==> src/hdl/lsu_pkg.sv <==
`default_nettype none

package lsu_pkg;

    parameter int XLEN = 32;

    typedef enum logic [3:0] {
        OP_NOP,
        OP_LD_B,
        OP_LD_H,
        OP_LD_W,
        OP_LD_BU,
        OP_LD_HU,
        OP_ST_B,
        OP_ST_H,
        OP_ST_W
    } mem_op_e;

    // incoming instruction, wdata is the ALU result for OP_NOP
    typedef struct packed {
        logic            valid;
        mem_op_e         op;
        logic [XLEN-1:0] addr;
        logic [XLEN-1:0] wdata;
        logic            wreg;
        logic [4:0]      waddr;
    } lsu_req_t;

    typedef struct packed {
        logic            valid;
        mem_op_e         op;
        logic [XLEN-1:0] addr;
        logic [XLEN-1:0] wdata;
        logic            wreg;
        logic [4:0]      waddr;
        logic            mem_access_valid;
    } mem2_mem3_t;

    typedef struct packed {
        logic            valid;
        logic            wreg;
        logic [4:0]      waddr;
        logic [XLEN-1:0] wdata;
    } mem3_wb_t;

    typedef struct packed {
        logic            wreg;
        logic            ok;
        logic [4:0]      waddr;
        logic [XLEN-1:0] wdata;
    } data_forward_t;

    function automatic logic is_load(mem_op_e op);
        return op inside {OP_LD_B, OP_LD_H, OP_LD_W, OP_LD_BU, OP_LD_HU};
    endfunction

    function automatic logic is_store(mem_op_e op);
        return op inside {OP_ST_B, OP_ST_H, OP_ST_W};
    endfunction

endpackage

`default_nettype wire

==> src/hdl/mem2_stage.sv <==
`default_nettype none
`timescale 1ns/100ps

module mem2_stage (
    input  logic                       clk,
    input  logic                       rst,
    input  logic                       advance_i,
    input  logic                       flush_i,
    input  lsu_pkg::lsu_req_t          req_i,
    output lsu_pkg::mem2_mem3_t        mem2_o,
    output logic                       req_o,
    output logic                       we_o,
    output logic [lsu_pkg::XLEN-1:0]   addr_o,
    output logic [3:0]                 wstrb_o,
    output logic [lsu_pkg::XLEN-1:0]   wdata_o
);
    lsu_pkg::lsu_req_t   mem2_q;
    lsu_pkg::mem2_mem3_t mem2_d;

    always_comb begin
        mem2_d.valid            = mem2_q.valid;
        mem2_d.op               = mem2_q.op;
        mem2_d.addr             = mem2_q.addr;
        mem2_d.wdata            = mem2_q.wdata;
        mem2_d.wreg             = mem2_q.wreg;
        mem2_d.waddr            = mem2_q.waddr;
        mem2_d.mem_access_valid = mem2_q.valid
            & (lsu_pkg::is_load(mem2_q.op) | lsu_pkg::is_store(mem2_q.op));
    end

    // mem2 and the mem3 register move together on advance
    always_ff @(posedge clk) begin
        if (rst || flush_i) begin
            mem2_q <= '0;
            mem2_o <= '0;
        end else if (advance_i) begin
            mem2_q <= req_i;
            mem2_o <= mem2_d;
        end
    end

    // request leaves with the instruction
    assign req_o  = advance_i & ~flush_i & mem2_d.mem_access_valid;
    assign we_o   = lsu_pkg::is_store(mem2_q.op);
    assign addr_o = mem2_q.addr;

    always_comb begin
        wstrb_o = 4'b0000;
        wdata_o = mem2_q.wdata;
        case (mem2_q.op)
            lsu_pkg::OP_ST_B: begin
                wstrb_o = 4'b0001 << mem2_q.addr[1:0];
                wdata_o = {4{mem2_q.wdata[7:0]}};
            end
            lsu_pkg::OP_ST_H: begin
                wstrb_o = mem2_q.addr[1] ? 4'b1100 : 4'b0011;
                wdata_o = {2{mem2_q.wdata[15:0]}};
            end
            lsu_pkg::OP_ST_W: begin
                wstrb_o = 4'b1111;
            end
            default: begin
                wstrb_o = 4'b0000;
            end
        endcase
    end

endmodule

`default_nettype wire

==> config.mk <==
export PLATFORM = sky130hd
export DESIGN_NAME = mem2_stage
export DESIGN_NICKNAME = d
export VERILOG_FILES = /design/src/hdl/lsu_pkg.sv /design/src/hdl/mem2_stage.sv
export SDC_FILE = /design/constraint.sdc
export NUM_CORES = 1
export LEC_CHECK = 0
export BUFFER_PORTS_ARGS = -buffer_cell sky130_fd_sc_hd__buf_2
export CELL_PAD_IN_SITES_DETAIL_PLACEMENT = 1
export CELL_PAD_IN_SITES_GLOBAL_PLACEMENT = 2
export CORE_UTILIZATION = 32
export CTS_CLUSTER_SIZE = 12
export DETAILED_ROUTE_END_ITERATION = 8
export GPL_TIMING_DRIVEN = 0
export PLACE_DENSITY_LB_ADDON = 0.1
export SLEW_MARGIN = 10
export SYNTH_ARGS = -nofsm -noshare
export SYNTH_HDL_FRONTEND = slang
export SYNTH_SLANG_ARGS = --single-unit
==> constraint.sdc <==
create_clock -name clk -period 3.7 [get_ports clk]
set_input_delay 0.925 -clock clk [delete_from_list [all_inputs] [get_ports clk]]
set_output_delay 0.925 -clock clk [all_outputs]
set_load 0.005 [all_outputs]
# After elaboration in Yosys (flattened, before gate mapping)
# Index checks and enable logic that the tools add are counted.
# totals
latchBits	0
in_bits	79
ram_bits	0
regBits	151
mem_count	0
romBits	0
elab_cells	33
# op_classes
shifts	1
magnitude_cmp	0
div_mod_pow	0
mux	3
reduce_logical	3
add_sub_neg	0
n_eq_ne	8
mul	0
n_bitwise	5
# ops
op	n
case mux 32 bit (2 select lines)	1
== test 4 x 3 -> 1 bit (second input constant)	4
case mux 4 bit (3 select lines)	1
== test 4 x 2 -> 1 bit (second input constant)	2
nonzero test 5 bit	1
== test 4 x 1 -> 1 bit (second input constant)	1
== test 4 bit (second input constant)	1
2-to-1 mux 4 bit	1
<< shifter 1 x 2 -> 4 bit (first input constant)	1
AND 1 bit	3
nonzero test 3 bit	1
logical OR 1 bit	1
inverter 1 bit	1
OR 1 bit	1

# Depth between registers and ports, before layout
# logic_depth
ltp_word	5
mapped_depth	5
depth_no_buf	2

# Worst setup path before layout
# Ideal clock, no wire load.
# synth_timing
path_kind	input -> output
startpoint	input advance_i
endpoint	output req_o
n_path_buf	2
path_slack_ns	1.130
arrival_time_ns	1.645
cell_stages	4
required_ns	2.775
path_cell_list	buf_2 > buf_2 > nand2_1 > nor4_1
# synth_via
elab_chain_len	2
# synth_rtl
item	line	source
start, declared	mem2_stage.sv:7	input logic advance_i,
AND 1 bit (2 in a row)	mem2_stage.sv:43	assign req_o = advance_i & ~flush_i & mem2_d.mem_access_valid;
end, declared	mem2_stage.sv:11	output logic req_o,
# No other way between the ends.

# Final worst setup path
# Same ends and word-level chain as after synthesis.

==> flow_metrics.tcl <==
set metrics [dict create \
    grt_pass1_wl_mm 27.4 \
    gp_congestion 0.774 \
    synth-simple-area-share_pct 10.6 \
    io_pins 225 \
    tns_ns 0 \
    cts_sinks 151 \
    avgSynthCellArea_um2 10.6 \
    timing.hold.ws_ns 0.476 \
    cpMaxStageDelayCell "buf_2" \
    cts_buffers 17 \
    cts_tree "built" \
    synthMuxAreaShare_pct 30.5 \
    h-tree-depth 4 \
    synth.top_cell.area_share_pct 49.1 \
    grt_max_degree 17 \
    critPathCaptureType "primary output" \
    dpl.hpwl_mm 13.5 \
    yosysMostFrequentCell "dfxtp_1" \
    post-place-ws_ns 0.662 \
    ys_warn_count 0 \
    dp.cells 1037 \
    syn_to_final_growth_pct 32.4 \
    ys_types 26 \
    io_buffers 223 \
    whs_path_depth 2 \
    fin_skew_ns 0.00747 \
    floorplan.die.height_um 141 \
    dr.pass1.iters 4 \
    wl_per_cell_um 16.7 \
    ys_seq_area_share_pct 49.1 \
    relSlewSlack_pct 63.7 \
    finalHoldViolCount 0 \
    die_x_um 141 \
    synth_top_family_by_area "multiplexers" \
    critPathMaxFanout 10 \
    worst_pin_slew_ns 0.545 \
    clock_latency_ns 0.43 \
    rows 50 \
    grt_use_total_pct 18.2 \
    viasPerCell 4.52 \
    crit_chain "buf_2 -> buf_2 -> nand2_1 -> nor4_1 -> buf_2" \
    synthArstFlopShare_pct 0 \
    cpMostUsedCell "buf_2" \
    first_iter_violations 113 \
    ys_top_cells_by_count "151 x dfxtp_1, 150 x nor2_1, 149 x mux2i_1" \
    drc 0 \
    num_vias 4834 \
    root_buffer "clkbuf_16" \
    clk_pin_slew_ns 0.06 \
    min_period_ns 2.99 \
    ant_nets 0 \
    grt_pass1_vias 5026 \
    hold_path_class "reg2reg" \
    worstRegToRegCells 4 \
    yosys.area.top_type "dfxtp_1" \
    leakage_nw 4.24 \
    drive_gt1_share_pct 41.8 \
    layout.nets 901 \
    synthAdderAreaFrac_pct 0 \
    syn-num-nets 659 \
    fin_crit_sh_pct 80.7 \
    synth-compound-area-share_pct 0.894 \
    top_layer_used "met5" \
    met1_length_mm 7.72 \
    setup_viol 0 \
    critPathMaxStageDelay_ns 0.31 \
    die_area_mm2 0.0198 \
    status "finished, final reports clean" \
    ys_top_cells_by_area "dfxtp_1 49%, mux2i_1 24%, nor2_1 9.1%" \
    fin_ws_ns 0.715 \
    dr_wl_met2_mm 8.65 \
    wl_met3_mm 1.19 \
    ir_drop_v 0.000312 \
    startpoint_type "input pin" \
    ctsResizeCount 0 \
    max_freq_ghz 0.335 \
    total_power_mw 3.70 \
    instances_no_fill 1070 \
    grt-ovfl-total 0 \
    syn_inst 580 \
    ctsHoldBuffers 0 \
    start_util_pct 32.8 \
    post-cts-setup-buffers 0 \
    antenna_found_initial 2 \
    worstPathRequired_ns 2.77 \
    report.final.slew_viol_count 0 \
    wl_mm 17.9 \
    grt_setup_unrepaired "no" \
    coreArea_mm2 0.0188 \
    cts_max_path_buffers 2 \
    postSynthRegisterBits 151 \
    synth_xor_area_share_pct 0 \
    critPathArrivalTime_ns 2.06 \
    ys.flop_type "dfxtp_1" \
    syn_area_mm2 0.00616 \
    synth_edf_count 0 \
    power_density_mw_per_mm2 454 \
    path_class "in2out" \
    drv_cap 0 \
]
-- kinds of logic (layout without fill, tap and decap cells) --
family / count (synthesis) / count (layout)
DFF: 151 / 151
buffers and inverters: 79 / 334
muxes: 181 / 181
and+or+nand+nor: 162 / 162
AOI/OAI and AO/OA: 7 / 7
other: 0 / 1
-- cell type report --
class | instances | area [µm²]
diodes | 1 | 2.50
plain buffers | 79 | 548
clock buffers | 17 | 425
clock inverters | 15 | 158
fillers | 2165 | 10600
multi-input cells | 350 | 2590
flip-flops and latches | 151 | 3020
well taps | 234 | 293
repair buffers | 223 | 1120
-- state kept, by name (all words and copies together), names as in the netlist --
signal  flops
mem2_d     43
mem2_o     76
addr_o     32
-- critical path: cells and delay by family --
kind	cells	cell delay [ns]
simple gates	2	0.46
buf+inv	3	0.66
-- per-layer routing --
metal	vias up	GRT usage, %
li1	2391	-
met5	-	0
met4	2	7.04
met1	2269	21.4
met2	148	31.1
met3	24	5.47
-- worst paths after layout --
check,to,slack (ns),startpoint
min reg2reg,mem2_o[75],0.48,mem2_o[75]
max,req_o,0.71,advance_i
min,mem2_o[75],0.48,mem2_o[75]
max reg2reg,mem2_o[0],2.36,mem2_d[71]
-- through the flow --
| step | util, % | instance area, µm² |
|---|---|---|
| floorplan | - | 6160 |
| global placement | 40.3 | 7570 |
| detailed placement | 40.3 | 7570 |
| CTS | 43.4 | 8150 |
| global route | 43.4 | 8150 |
| finish | 43.4 | 8150 |
-- cell usage in the layout, fill, tap and decap left out --
cell	Yosys	layout
inv_8	0	3
nand2_1	2	2
nor4_1	2	2
dfxtp_1	151	151
buf_6	3	3
nand3b_1	1	1
o31a_1	1	1
mux2_2	13	13
o41ai_2	1	1
nand4b_1	1	1
nor2_1	150	150
buf_4	51	51
diode_2	0	1
o21ai_0	2	2
and4bb_1	1	1
or2_1	1	1
nor2b_1	1	1
clkinv_4	0	3
or4b_4	1	1
nand2b_1	1	1
mux2i_1	149	149
inv_6	0	6
clkbuf_16	0	17
mux2_1	12	12
mux2_4	7	7
clkbuf_1	7	7
buf_12	1	1
bufinv_16	0	1
o31ai_1	2	2
or4b_1	1	1
buf_2	17	240
clkinvlp_4	0	2
a21oi_1	1	1
-- power by group --
part           internal, mW  switching (mW)  total (mW)
logic                 0.155           0.149       0.304
registers              1.66          0.0298        1.69
clock network         0.954           0.755        1.71
No activity file was read; power rests on OpenSTA's default activity.
