## src/hdl/lsu_pkg.sv

```systemverilog
`default_nettype none

package lsu_pkg;

    parameter int XLEN = 32;

    typedef enum logic [3:0] {
        OP_NOP,
        OP_LD_B,
        OP_LD_H,
        OP_LD_W,
        OP_LD_BU,
        OP_LD_HU,
        OP_ST_B,
        OP_ST_H,
        OP_ST_W
    } mem_op_e;

    // incoming instruction, wdata is the ALU result for OP_NOP
    typedef struct packed {
        logic            valid;
        mem_op_e         op;
        logic [XLEN-1:0] addr;
        logic [XLEN-1:0] wdata;
        logic            wreg;
        logic [4:0]      waddr;
    } lsu_req_t;

    typedef struct packed {
        logic            valid;
        mem_op_e         op;
        logic [XLEN-1:0] addr;
        logic [XLEN-1:0] wdata;
        logic            wreg;
        logic [4:0]      waddr;
        logic            mem_access_valid;
    } mem2_mem3_t;

    typedef struct packed {
        logic            valid;
        logic            wreg;
        logic [4:0]      waddr;
        logic [XLEN-1:0] wdata;
    } mem3_wb_t;

    typedef struct packed {
        logic            wreg;
        logic            ok;
        logic [4:0]      waddr;
        logic [XLEN-1:0] wdata;
    } data_forward_t;

    function automatic logic is_load(mem_op_e op);
        return op inside {OP_LD_B, OP_LD_H, OP_LD_W, OP_LD_BU, OP_LD_HU};
    endfunction

    function automatic logic is_store(mem_op_e op);
        return op inside {OP_ST_B, OP_ST_H, OP_ST_W};
    endfunction

endpackage

`default_nettype wire

```

## src/hdl/mem3_stage.sv

```systemverilog
`default_nettype none
`timescale 1ns/100ps

module mem3_stage (
    input  logic                        clk,
    input  logic                        rst,
    input  logic                        advance_i,
    input  logic                        flush_i,
    input  lsu_pkg::mem2_mem3_t         mem2_i,
    input  logic                        data_ok_i,
    input  logic [lsu_pkg::XLEN-1:0]    cache_data_i,
    output logic                        advance_ready_o,
    output lsu_pkg::data_forward_t      data_forward_o,
    output lsu_pkg::mem3_wb_t           wb_o
);
    logic                     load_op;
    logic                     data_already_ok;
    logic [lsu_pkg::XLEN-1:0] cache_data_early;
    logic [lsu_pkg::XLEN-1:0] cache_data;
    logic [7:0]               byte_sel;
    logic [15:0]              half_sel;
    logic [lsu_pkg::XLEN-1:0] load_data;
    lsu_pkg::mem3_wb_t        wb_d;

    assign load_op = lsu_pkg::is_load(mem2_i.op) & mem2_i.mem_access_valid;

    // remember a data_ok seen while stalled
    always_ff @(posedge clk) begin
        if (rst || flush_i || advance_i) begin
            data_already_ok <= 1'b0;
        end else if (data_ok_i) begin
            data_already_ok <= 1'b1;
        end
    end

    always_ff @(posedge clk) begin
        if (data_ok_i) begin
            cache_data_early <= cache_data_i;
        end
    end

    assign cache_data = data_already_ok ? cache_data_early : cache_data_i;

    assign advance_ready_o = ~mem2_i.mem_access_valid | data_ok_i | data_already_ok;

    // lane select
    assign byte_sel = cache_data[{mem2_i.addr[1:0], 3'b000} +: 8];
    assign half_sel = mem2_i.addr[1] ? cache_data[31:16] : cache_data[15:0];

    always_comb begin
        load_data = cache_data;
        case (mem2_i.op)
            lsu_pkg::OP_LD_B:
                load_data = {{24{byte_sel[7]}}, byte_sel};
            lsu_pkg::OP_LD_BU:
                load_data = {24'b0, byte_sel};
            lsu_pkg::OP_LD_H:
                load_data = mem2_i.addr[0] ? '0 : {{16{half_sel[15]}}, half_sel};
            lsu_pkg::OP_LD_HU:
                load_data = mem2_i.addr[0] ? '0 : {16'b0, half_sel};
            default:
                load_data = cache_data;
        endcase
    end

    always_comb begin
        wb_d.valid = mem2_i.valid;
        wb_d.wreg  = mem2_i.wreg;
        wb_d.waddr = mem2_i.waddr;
        wb_d.wdata = load_op ? load_data : mem2_i.wdata;
    end

    // loads are ready once the cache answered, all else at once
    always_comb begin
        data_forward_o.wreg  = mem2_i.valid & mem2_i.wreg;
        data_forward_o.ok    = ~load_op | data_ok_i | data_already_ok;
        data_forward_o.waddr = mem2_i.waddr;
        data_forward_o.wdata = wb_d.wdata;
    end

    always_ff @(posedge clk) begin
        if (rst || flush_i) begin
            wb_o <= '0;
        end else if (advance_i) begin
            wb_o <= wb_d;
        end else begin
            // valid for a single cycle only
            wb_o.valid <= 1'b0;
        end
    end

endmodule

`default_nettype wire

```

## config.mk

```make
export PLATFORM = sky130hd
export DESIGN_NAME = mem3_stage
export DESIGN_NICKNAME = d
export VERILOG_FILES = /design/src/hdl/lsu_pkg.sv /design/src/hdl/mem3_stage.sv
export SDC_FILE = /design/constraint.sdc
export NUM_CORES = 1
export LEC_CHECK = 0
export BUFFER_PORTS_ARGS = -buffer_cell sky130_fd_sc_hd__buf_2
export CORE_ASPECT_RATIO = 0.9
export CORE_MARGIN = 3
export CORE_UTILIZATION = 35
export CTS_CLUSTER_SIZE = 30
export DETAILED_ROUTE_END_ITERATION = 7
export SLEW_MARGIN = 15
export SYNTH_ARGS = -nofsm -noshare
export SYNTH_HDL_FRONTEND = slang
export SYNTH_SLANG_ARGS = --single-unit
```

## constraint.sdc

```tcl
create_clock -name clk -period 3.3 [get_ports clk]
set_clock_uncertainty 0.15 [all_clocks]
set_input_delay 0 -clock clk [delete_from_list [all_inputs] [get_ports clk]]
set_output_delay 0 -clock clk [all_outputs]
set_load 0.02 [all_outputs]
```

After elaboration in Yosys (flattened, before gate mapping)

Index checks and enable logic that the tools add are counted.

Equality and inequality tests: 5
Shift operators: 1
Muxes and demuxes: 6
Bitwise operators: 9
Reductions and logical operators: 4

Operators by type and width:

| kind                                                             | number |
|---|---|
| 32-bit case mux with 4 select lines                              | 1 |
| 32-bit two-way mux                                               | 3 |
| 16-bit two-way mux                                               | 2 |
| 32-bit by 6-bit indexed part select with 8-bit output            | 1 |
| 4-bit by 2-bit == test with 1-bit output (second input constant) | 2 |
| 4-bit by 3-bit == test with 1-bit output (second input constant) | 2 |
| 5-bit nonzero test                                               | 1 |
| 4-bit by 1-bit == test with 1-bit output (second input constant) | 1 |
| 1-bit bitwise OR                                                 | 4 |
| 1-bit inverter                                                   | 3 |
| 1-bit AND                                                        | 2 |
| 1-bit logical OR                                                 | 2 |
| 2-bit OR reduction                                               | 1 |

Register bits after elaboration: 72
Word-level logic and storage cells: 31

Depth between registers and ports, before layout

Depth in word-level cells: 6
Mapped depth: 8
Depth with buffers taken out: 5

Least setup slack after synthesis

OpenSTA, ideal clock, no wires.

Path kind: reg2reg
Start: register data_already_ok
End: register wb_o[12] (netlist name)
Setup time: 0.117 ns
Arrival: 2.010 ns
Data required time: 3.033 ns
Slack: 1.023 ns
Cell stages (with the launch flop): 8
Path buffers: 2
Period minus slack after synthesis: 2.277 ns
Path through: dfxtp_1 -> buf_6 -> buf_4 -> mux4_2 -> o211a_1 -> a211oi_1 -> o21ai_0 -> a22o_1

RTL lines:

| what                   | RTL line         | text |
|---|---|---|
| from (decl)            | mem3_stage.sv:17 | `logic data_already_ok;` |
| from (signal assigned) | mem3_stage.sv:30 | `data_already_ok <= 1'b0;` |
| from (signal assigned) | mem3_stage.sv:32 | `data_already_ok <= 1'b1;` |
| to (signal assigned)   | mem3_stage.sv:85 | `wb_o <= wb_d;` |
| to (decl)              | mem3_stage.sv:14 | `output lsu_pkg::mem3_wb_t wb_o` |

Final worst setup path

Start: register data_already_ok
End: register wb_o[31] (netlist name)

Longest elaborated chain between the ends: 5
Elaborated cells on any way between the ends: 6

RTL lines:

| what                                                                                                          | RTL line         | text |
|---|---|---|
| 32-bit two-way mux *                                                                                          | mem3_stage.sv:42 | `assign cache_data = data_already_ok ? cache_data_early : cache_data_i;` |
| parallel branches: the longest is 2 deep, another holds 32-bit by 6-bit indexed part select with 8-bit output | --               |  |
| 32-bit case mux with 4 select lines *                                                                         | mem3_stage.sv:52 | `case (mem2_i.op)` |
| 32-bit two-way mux *                                                                                          | mem3_stage.sv:70 | `wb_d.wdata = load_op ? load_data : mem2_i.wdata;` |

Mark *: on every way between the ends.
A chain may end at the register's enable or synchronous reset.

==> impl_metrics.toml <==
[status]
status = "finished, final reports clean"

[cts]
ctsResizeCount = 0
clk_latency_ns = 0.33
post_cts_buffers = 0
numCtsBuffers = 9
clockBufferDepth = 2
cts_tree = "done"
clk_pin_slew_ns = 0.06
clock_sinks = 72
htree_levels = 3
clock-root-buffer = "clkbuf_16"

[cells_and_area]
layout.cells.non_filler = 729
layout-drive-gt1-share_pct = 42.5
area_growth_pct = 49.1
final_net_count = 684

[synthesis]
synth_cells = 348
yosysMostFrequentCell = "a22o_1"
synthFlopType = "dfxtp_1"
synth.top_cell.area_share_pct = 23.6
yosys-top-cells-count = "a22o_1 (44), dfxtp_1 (40), edfxtp_1 (32)"
syn_nets = 461
ys_types = 41
ys_ff_latch = 72
netlist_top_cells_area = "edfxtp_1 (24%), dfxtp_1 (20%), a22o_1 (9.5%), mux4_2 (8.3%), mux2_2 (6.6%)"
seq_area_frac_synth_pct = 43.3
syn_avg_cell_area_um2 = 11.7
yosysWarnings = 0
yosysTopAreaCell = "edfxtp_1"
syn_area_um2 = 4070
synth_edf_count = 32
synthArstFlopShare_pct = 0

[detailed_routing]
remaining_drc_errors = 0
routed_wl_um = 13200
drt_first_pass_iters = 4
vias_per_cell = 5.18
ant_nets = 0
drt_iter0_markers = 217
vias = 3774
wire_per_inst_um = 18.2

[worst_setup_path]
worst_ep_required_time_ns = 3.42
endpoint_kind = "flop"
worstSetupPathType = "reg2reg"
crit_path_max_fanout = 16
start_kind = "flop"
worstPathArrival_ns = 2.88

[placement]
gp_congestion = 0.812
dp_hpwl_um = 9470
numPortBuffers = 161
dp_cells = 637

[floorplanning]
row_count = 36
ios = 192
die-area_um2 = 12900
die_w_um = 120
core_area_um2 = 11100
die_y_um = 108
initial_core_util_pct = 36.7

[global_route]
grt_pass1_wl_um = 20600
antenna_found_initial = 0
grt_max_degree = 34
grt_pass1_vias = 3897
grt-ovfl-total = 0
track_usage_pct = 20.2

[sta]
fin_setup_tns_ns = 0
slew_viol_final = 0
max_slew_margin_pct = 35.3
fmax_mhz = 362
worst_pin_slew_ns = 0.970
finalCriticalPeriod_ns = 2.76
hold_viol = 0
finalSetupViolCount = 0
finalCritPeriodShare_pct = 83.6
rsz0062_at_grt = "no"

[min_path]
worstHoldPathType = "in2reg"

[power_and_ir_drop]
p_per_area_nw_per_um2 = 436
leakagePower_nw = 2.68
vdd_drop_max_uv = 313

[run]
drv_cap = 0
stage by stage:
step	setup slack, ns	hold WS, ns	power, mW	utilization, %	cell area, um^2
floorplan	1.02	-0.0511	1.33	-	4070
global placement	0.829	0.0522	1.51	44.9	4970
detailed placement	0.763	0.0534	1.51	44.9	4970
CTS	0.560	0.0234	2.67	54.7	6060
global route	0.389	0.0633	2.74	54.7	6060
finish	0.540	0.0393	2.64	54.7	6060
repair_timing:
action,4_1_cts,5_1_grt
setup endpoints to repair,0,0
hold endpoints to repair,71,0
hold buffers,75,0
power breakdown:
part           switching (mW)  internal (mW)
Combinational           0.311          0.248
Clock                   0.392          0.683
Sequential             0.0244          0.986
per-layer routing:
layer	GRT usage, %	vias up	share of wire [%]
met5	0	-	0
met3	5.60	16	7.1
met2	33.7	144	48
li1	-	1802	-
met1	25.6	1812	43
met4	6.95	0	1.3
cells in the final DEF, fill, tap and decap left out, types with 6 or more instances in the layout:
master	Yosys	layout
o211a_1	8	8
nand2_1	29	29
buf_4	7	11
dfxtp_1	40	39
a221o_1	7	7
clkbuf_16	0	11
edfxtp_1	32	32
mux4_2	15	15
dlygate4sd3_1	0	75
a21oi_1	13	13
nor2_1	21	21
o21ai_0	13	13
mux2i_1	13	13
mux2_2	24	24
a211oi_1	9	8
o21ai_1	6	6
a21oi_4	9	9
buf_2	6	161
a22o_1	44	44
sequential cells by signal, indices dropped and copies added (netlist names):
name,flops
data_already_ok,1
wb_o,39
cache_data_early,32
path summary, 6_finish.rpt:
check | from | cells past startpoint | to | slack [ns]
worst min-delay path | rst | 4 | data_already_ok | 0.04
worst min register to register | wb_o[13] | 1 | wb_o[13] | 0.32
worst max-delay path | data_already_ok | 7 | wb_o[31] | 0.54
worst max register to register | data_already_ok | 7 | wb_o[31] | 0.54
cell families after synthesis:
group                     synth area share [%]
muxes                                     18.2
xor gates and xnor gates                 0.215
and+or+nand+nor                           8.12
buffers and inverters                     4.65
AOI/OAI and AO/OA                         25.5
DFF                                       43.3
final cells by class:
type	instances	area, um^2
diodes	1	2.50
clock inverters	4	56.3
flip-flops and latches	72	1760
repair buffers	247	1640
fillers	1001	5020
multi-input cells	241	2130
well taps	152	190
clock buffers	12	279
critical path, cell delays in order, from the launching register on:
cell           delay (ns)
dfxtp_2              0.35
buf_4                0.21
nor2b_1              0.18
a221oi_4             0.57
a211oi_4             0.22
o21a_1               0.19
o31ai_1              0.22
dlygate4sd3_1        0.58
No activity file was read; power rests on OpenSTA's default activity.
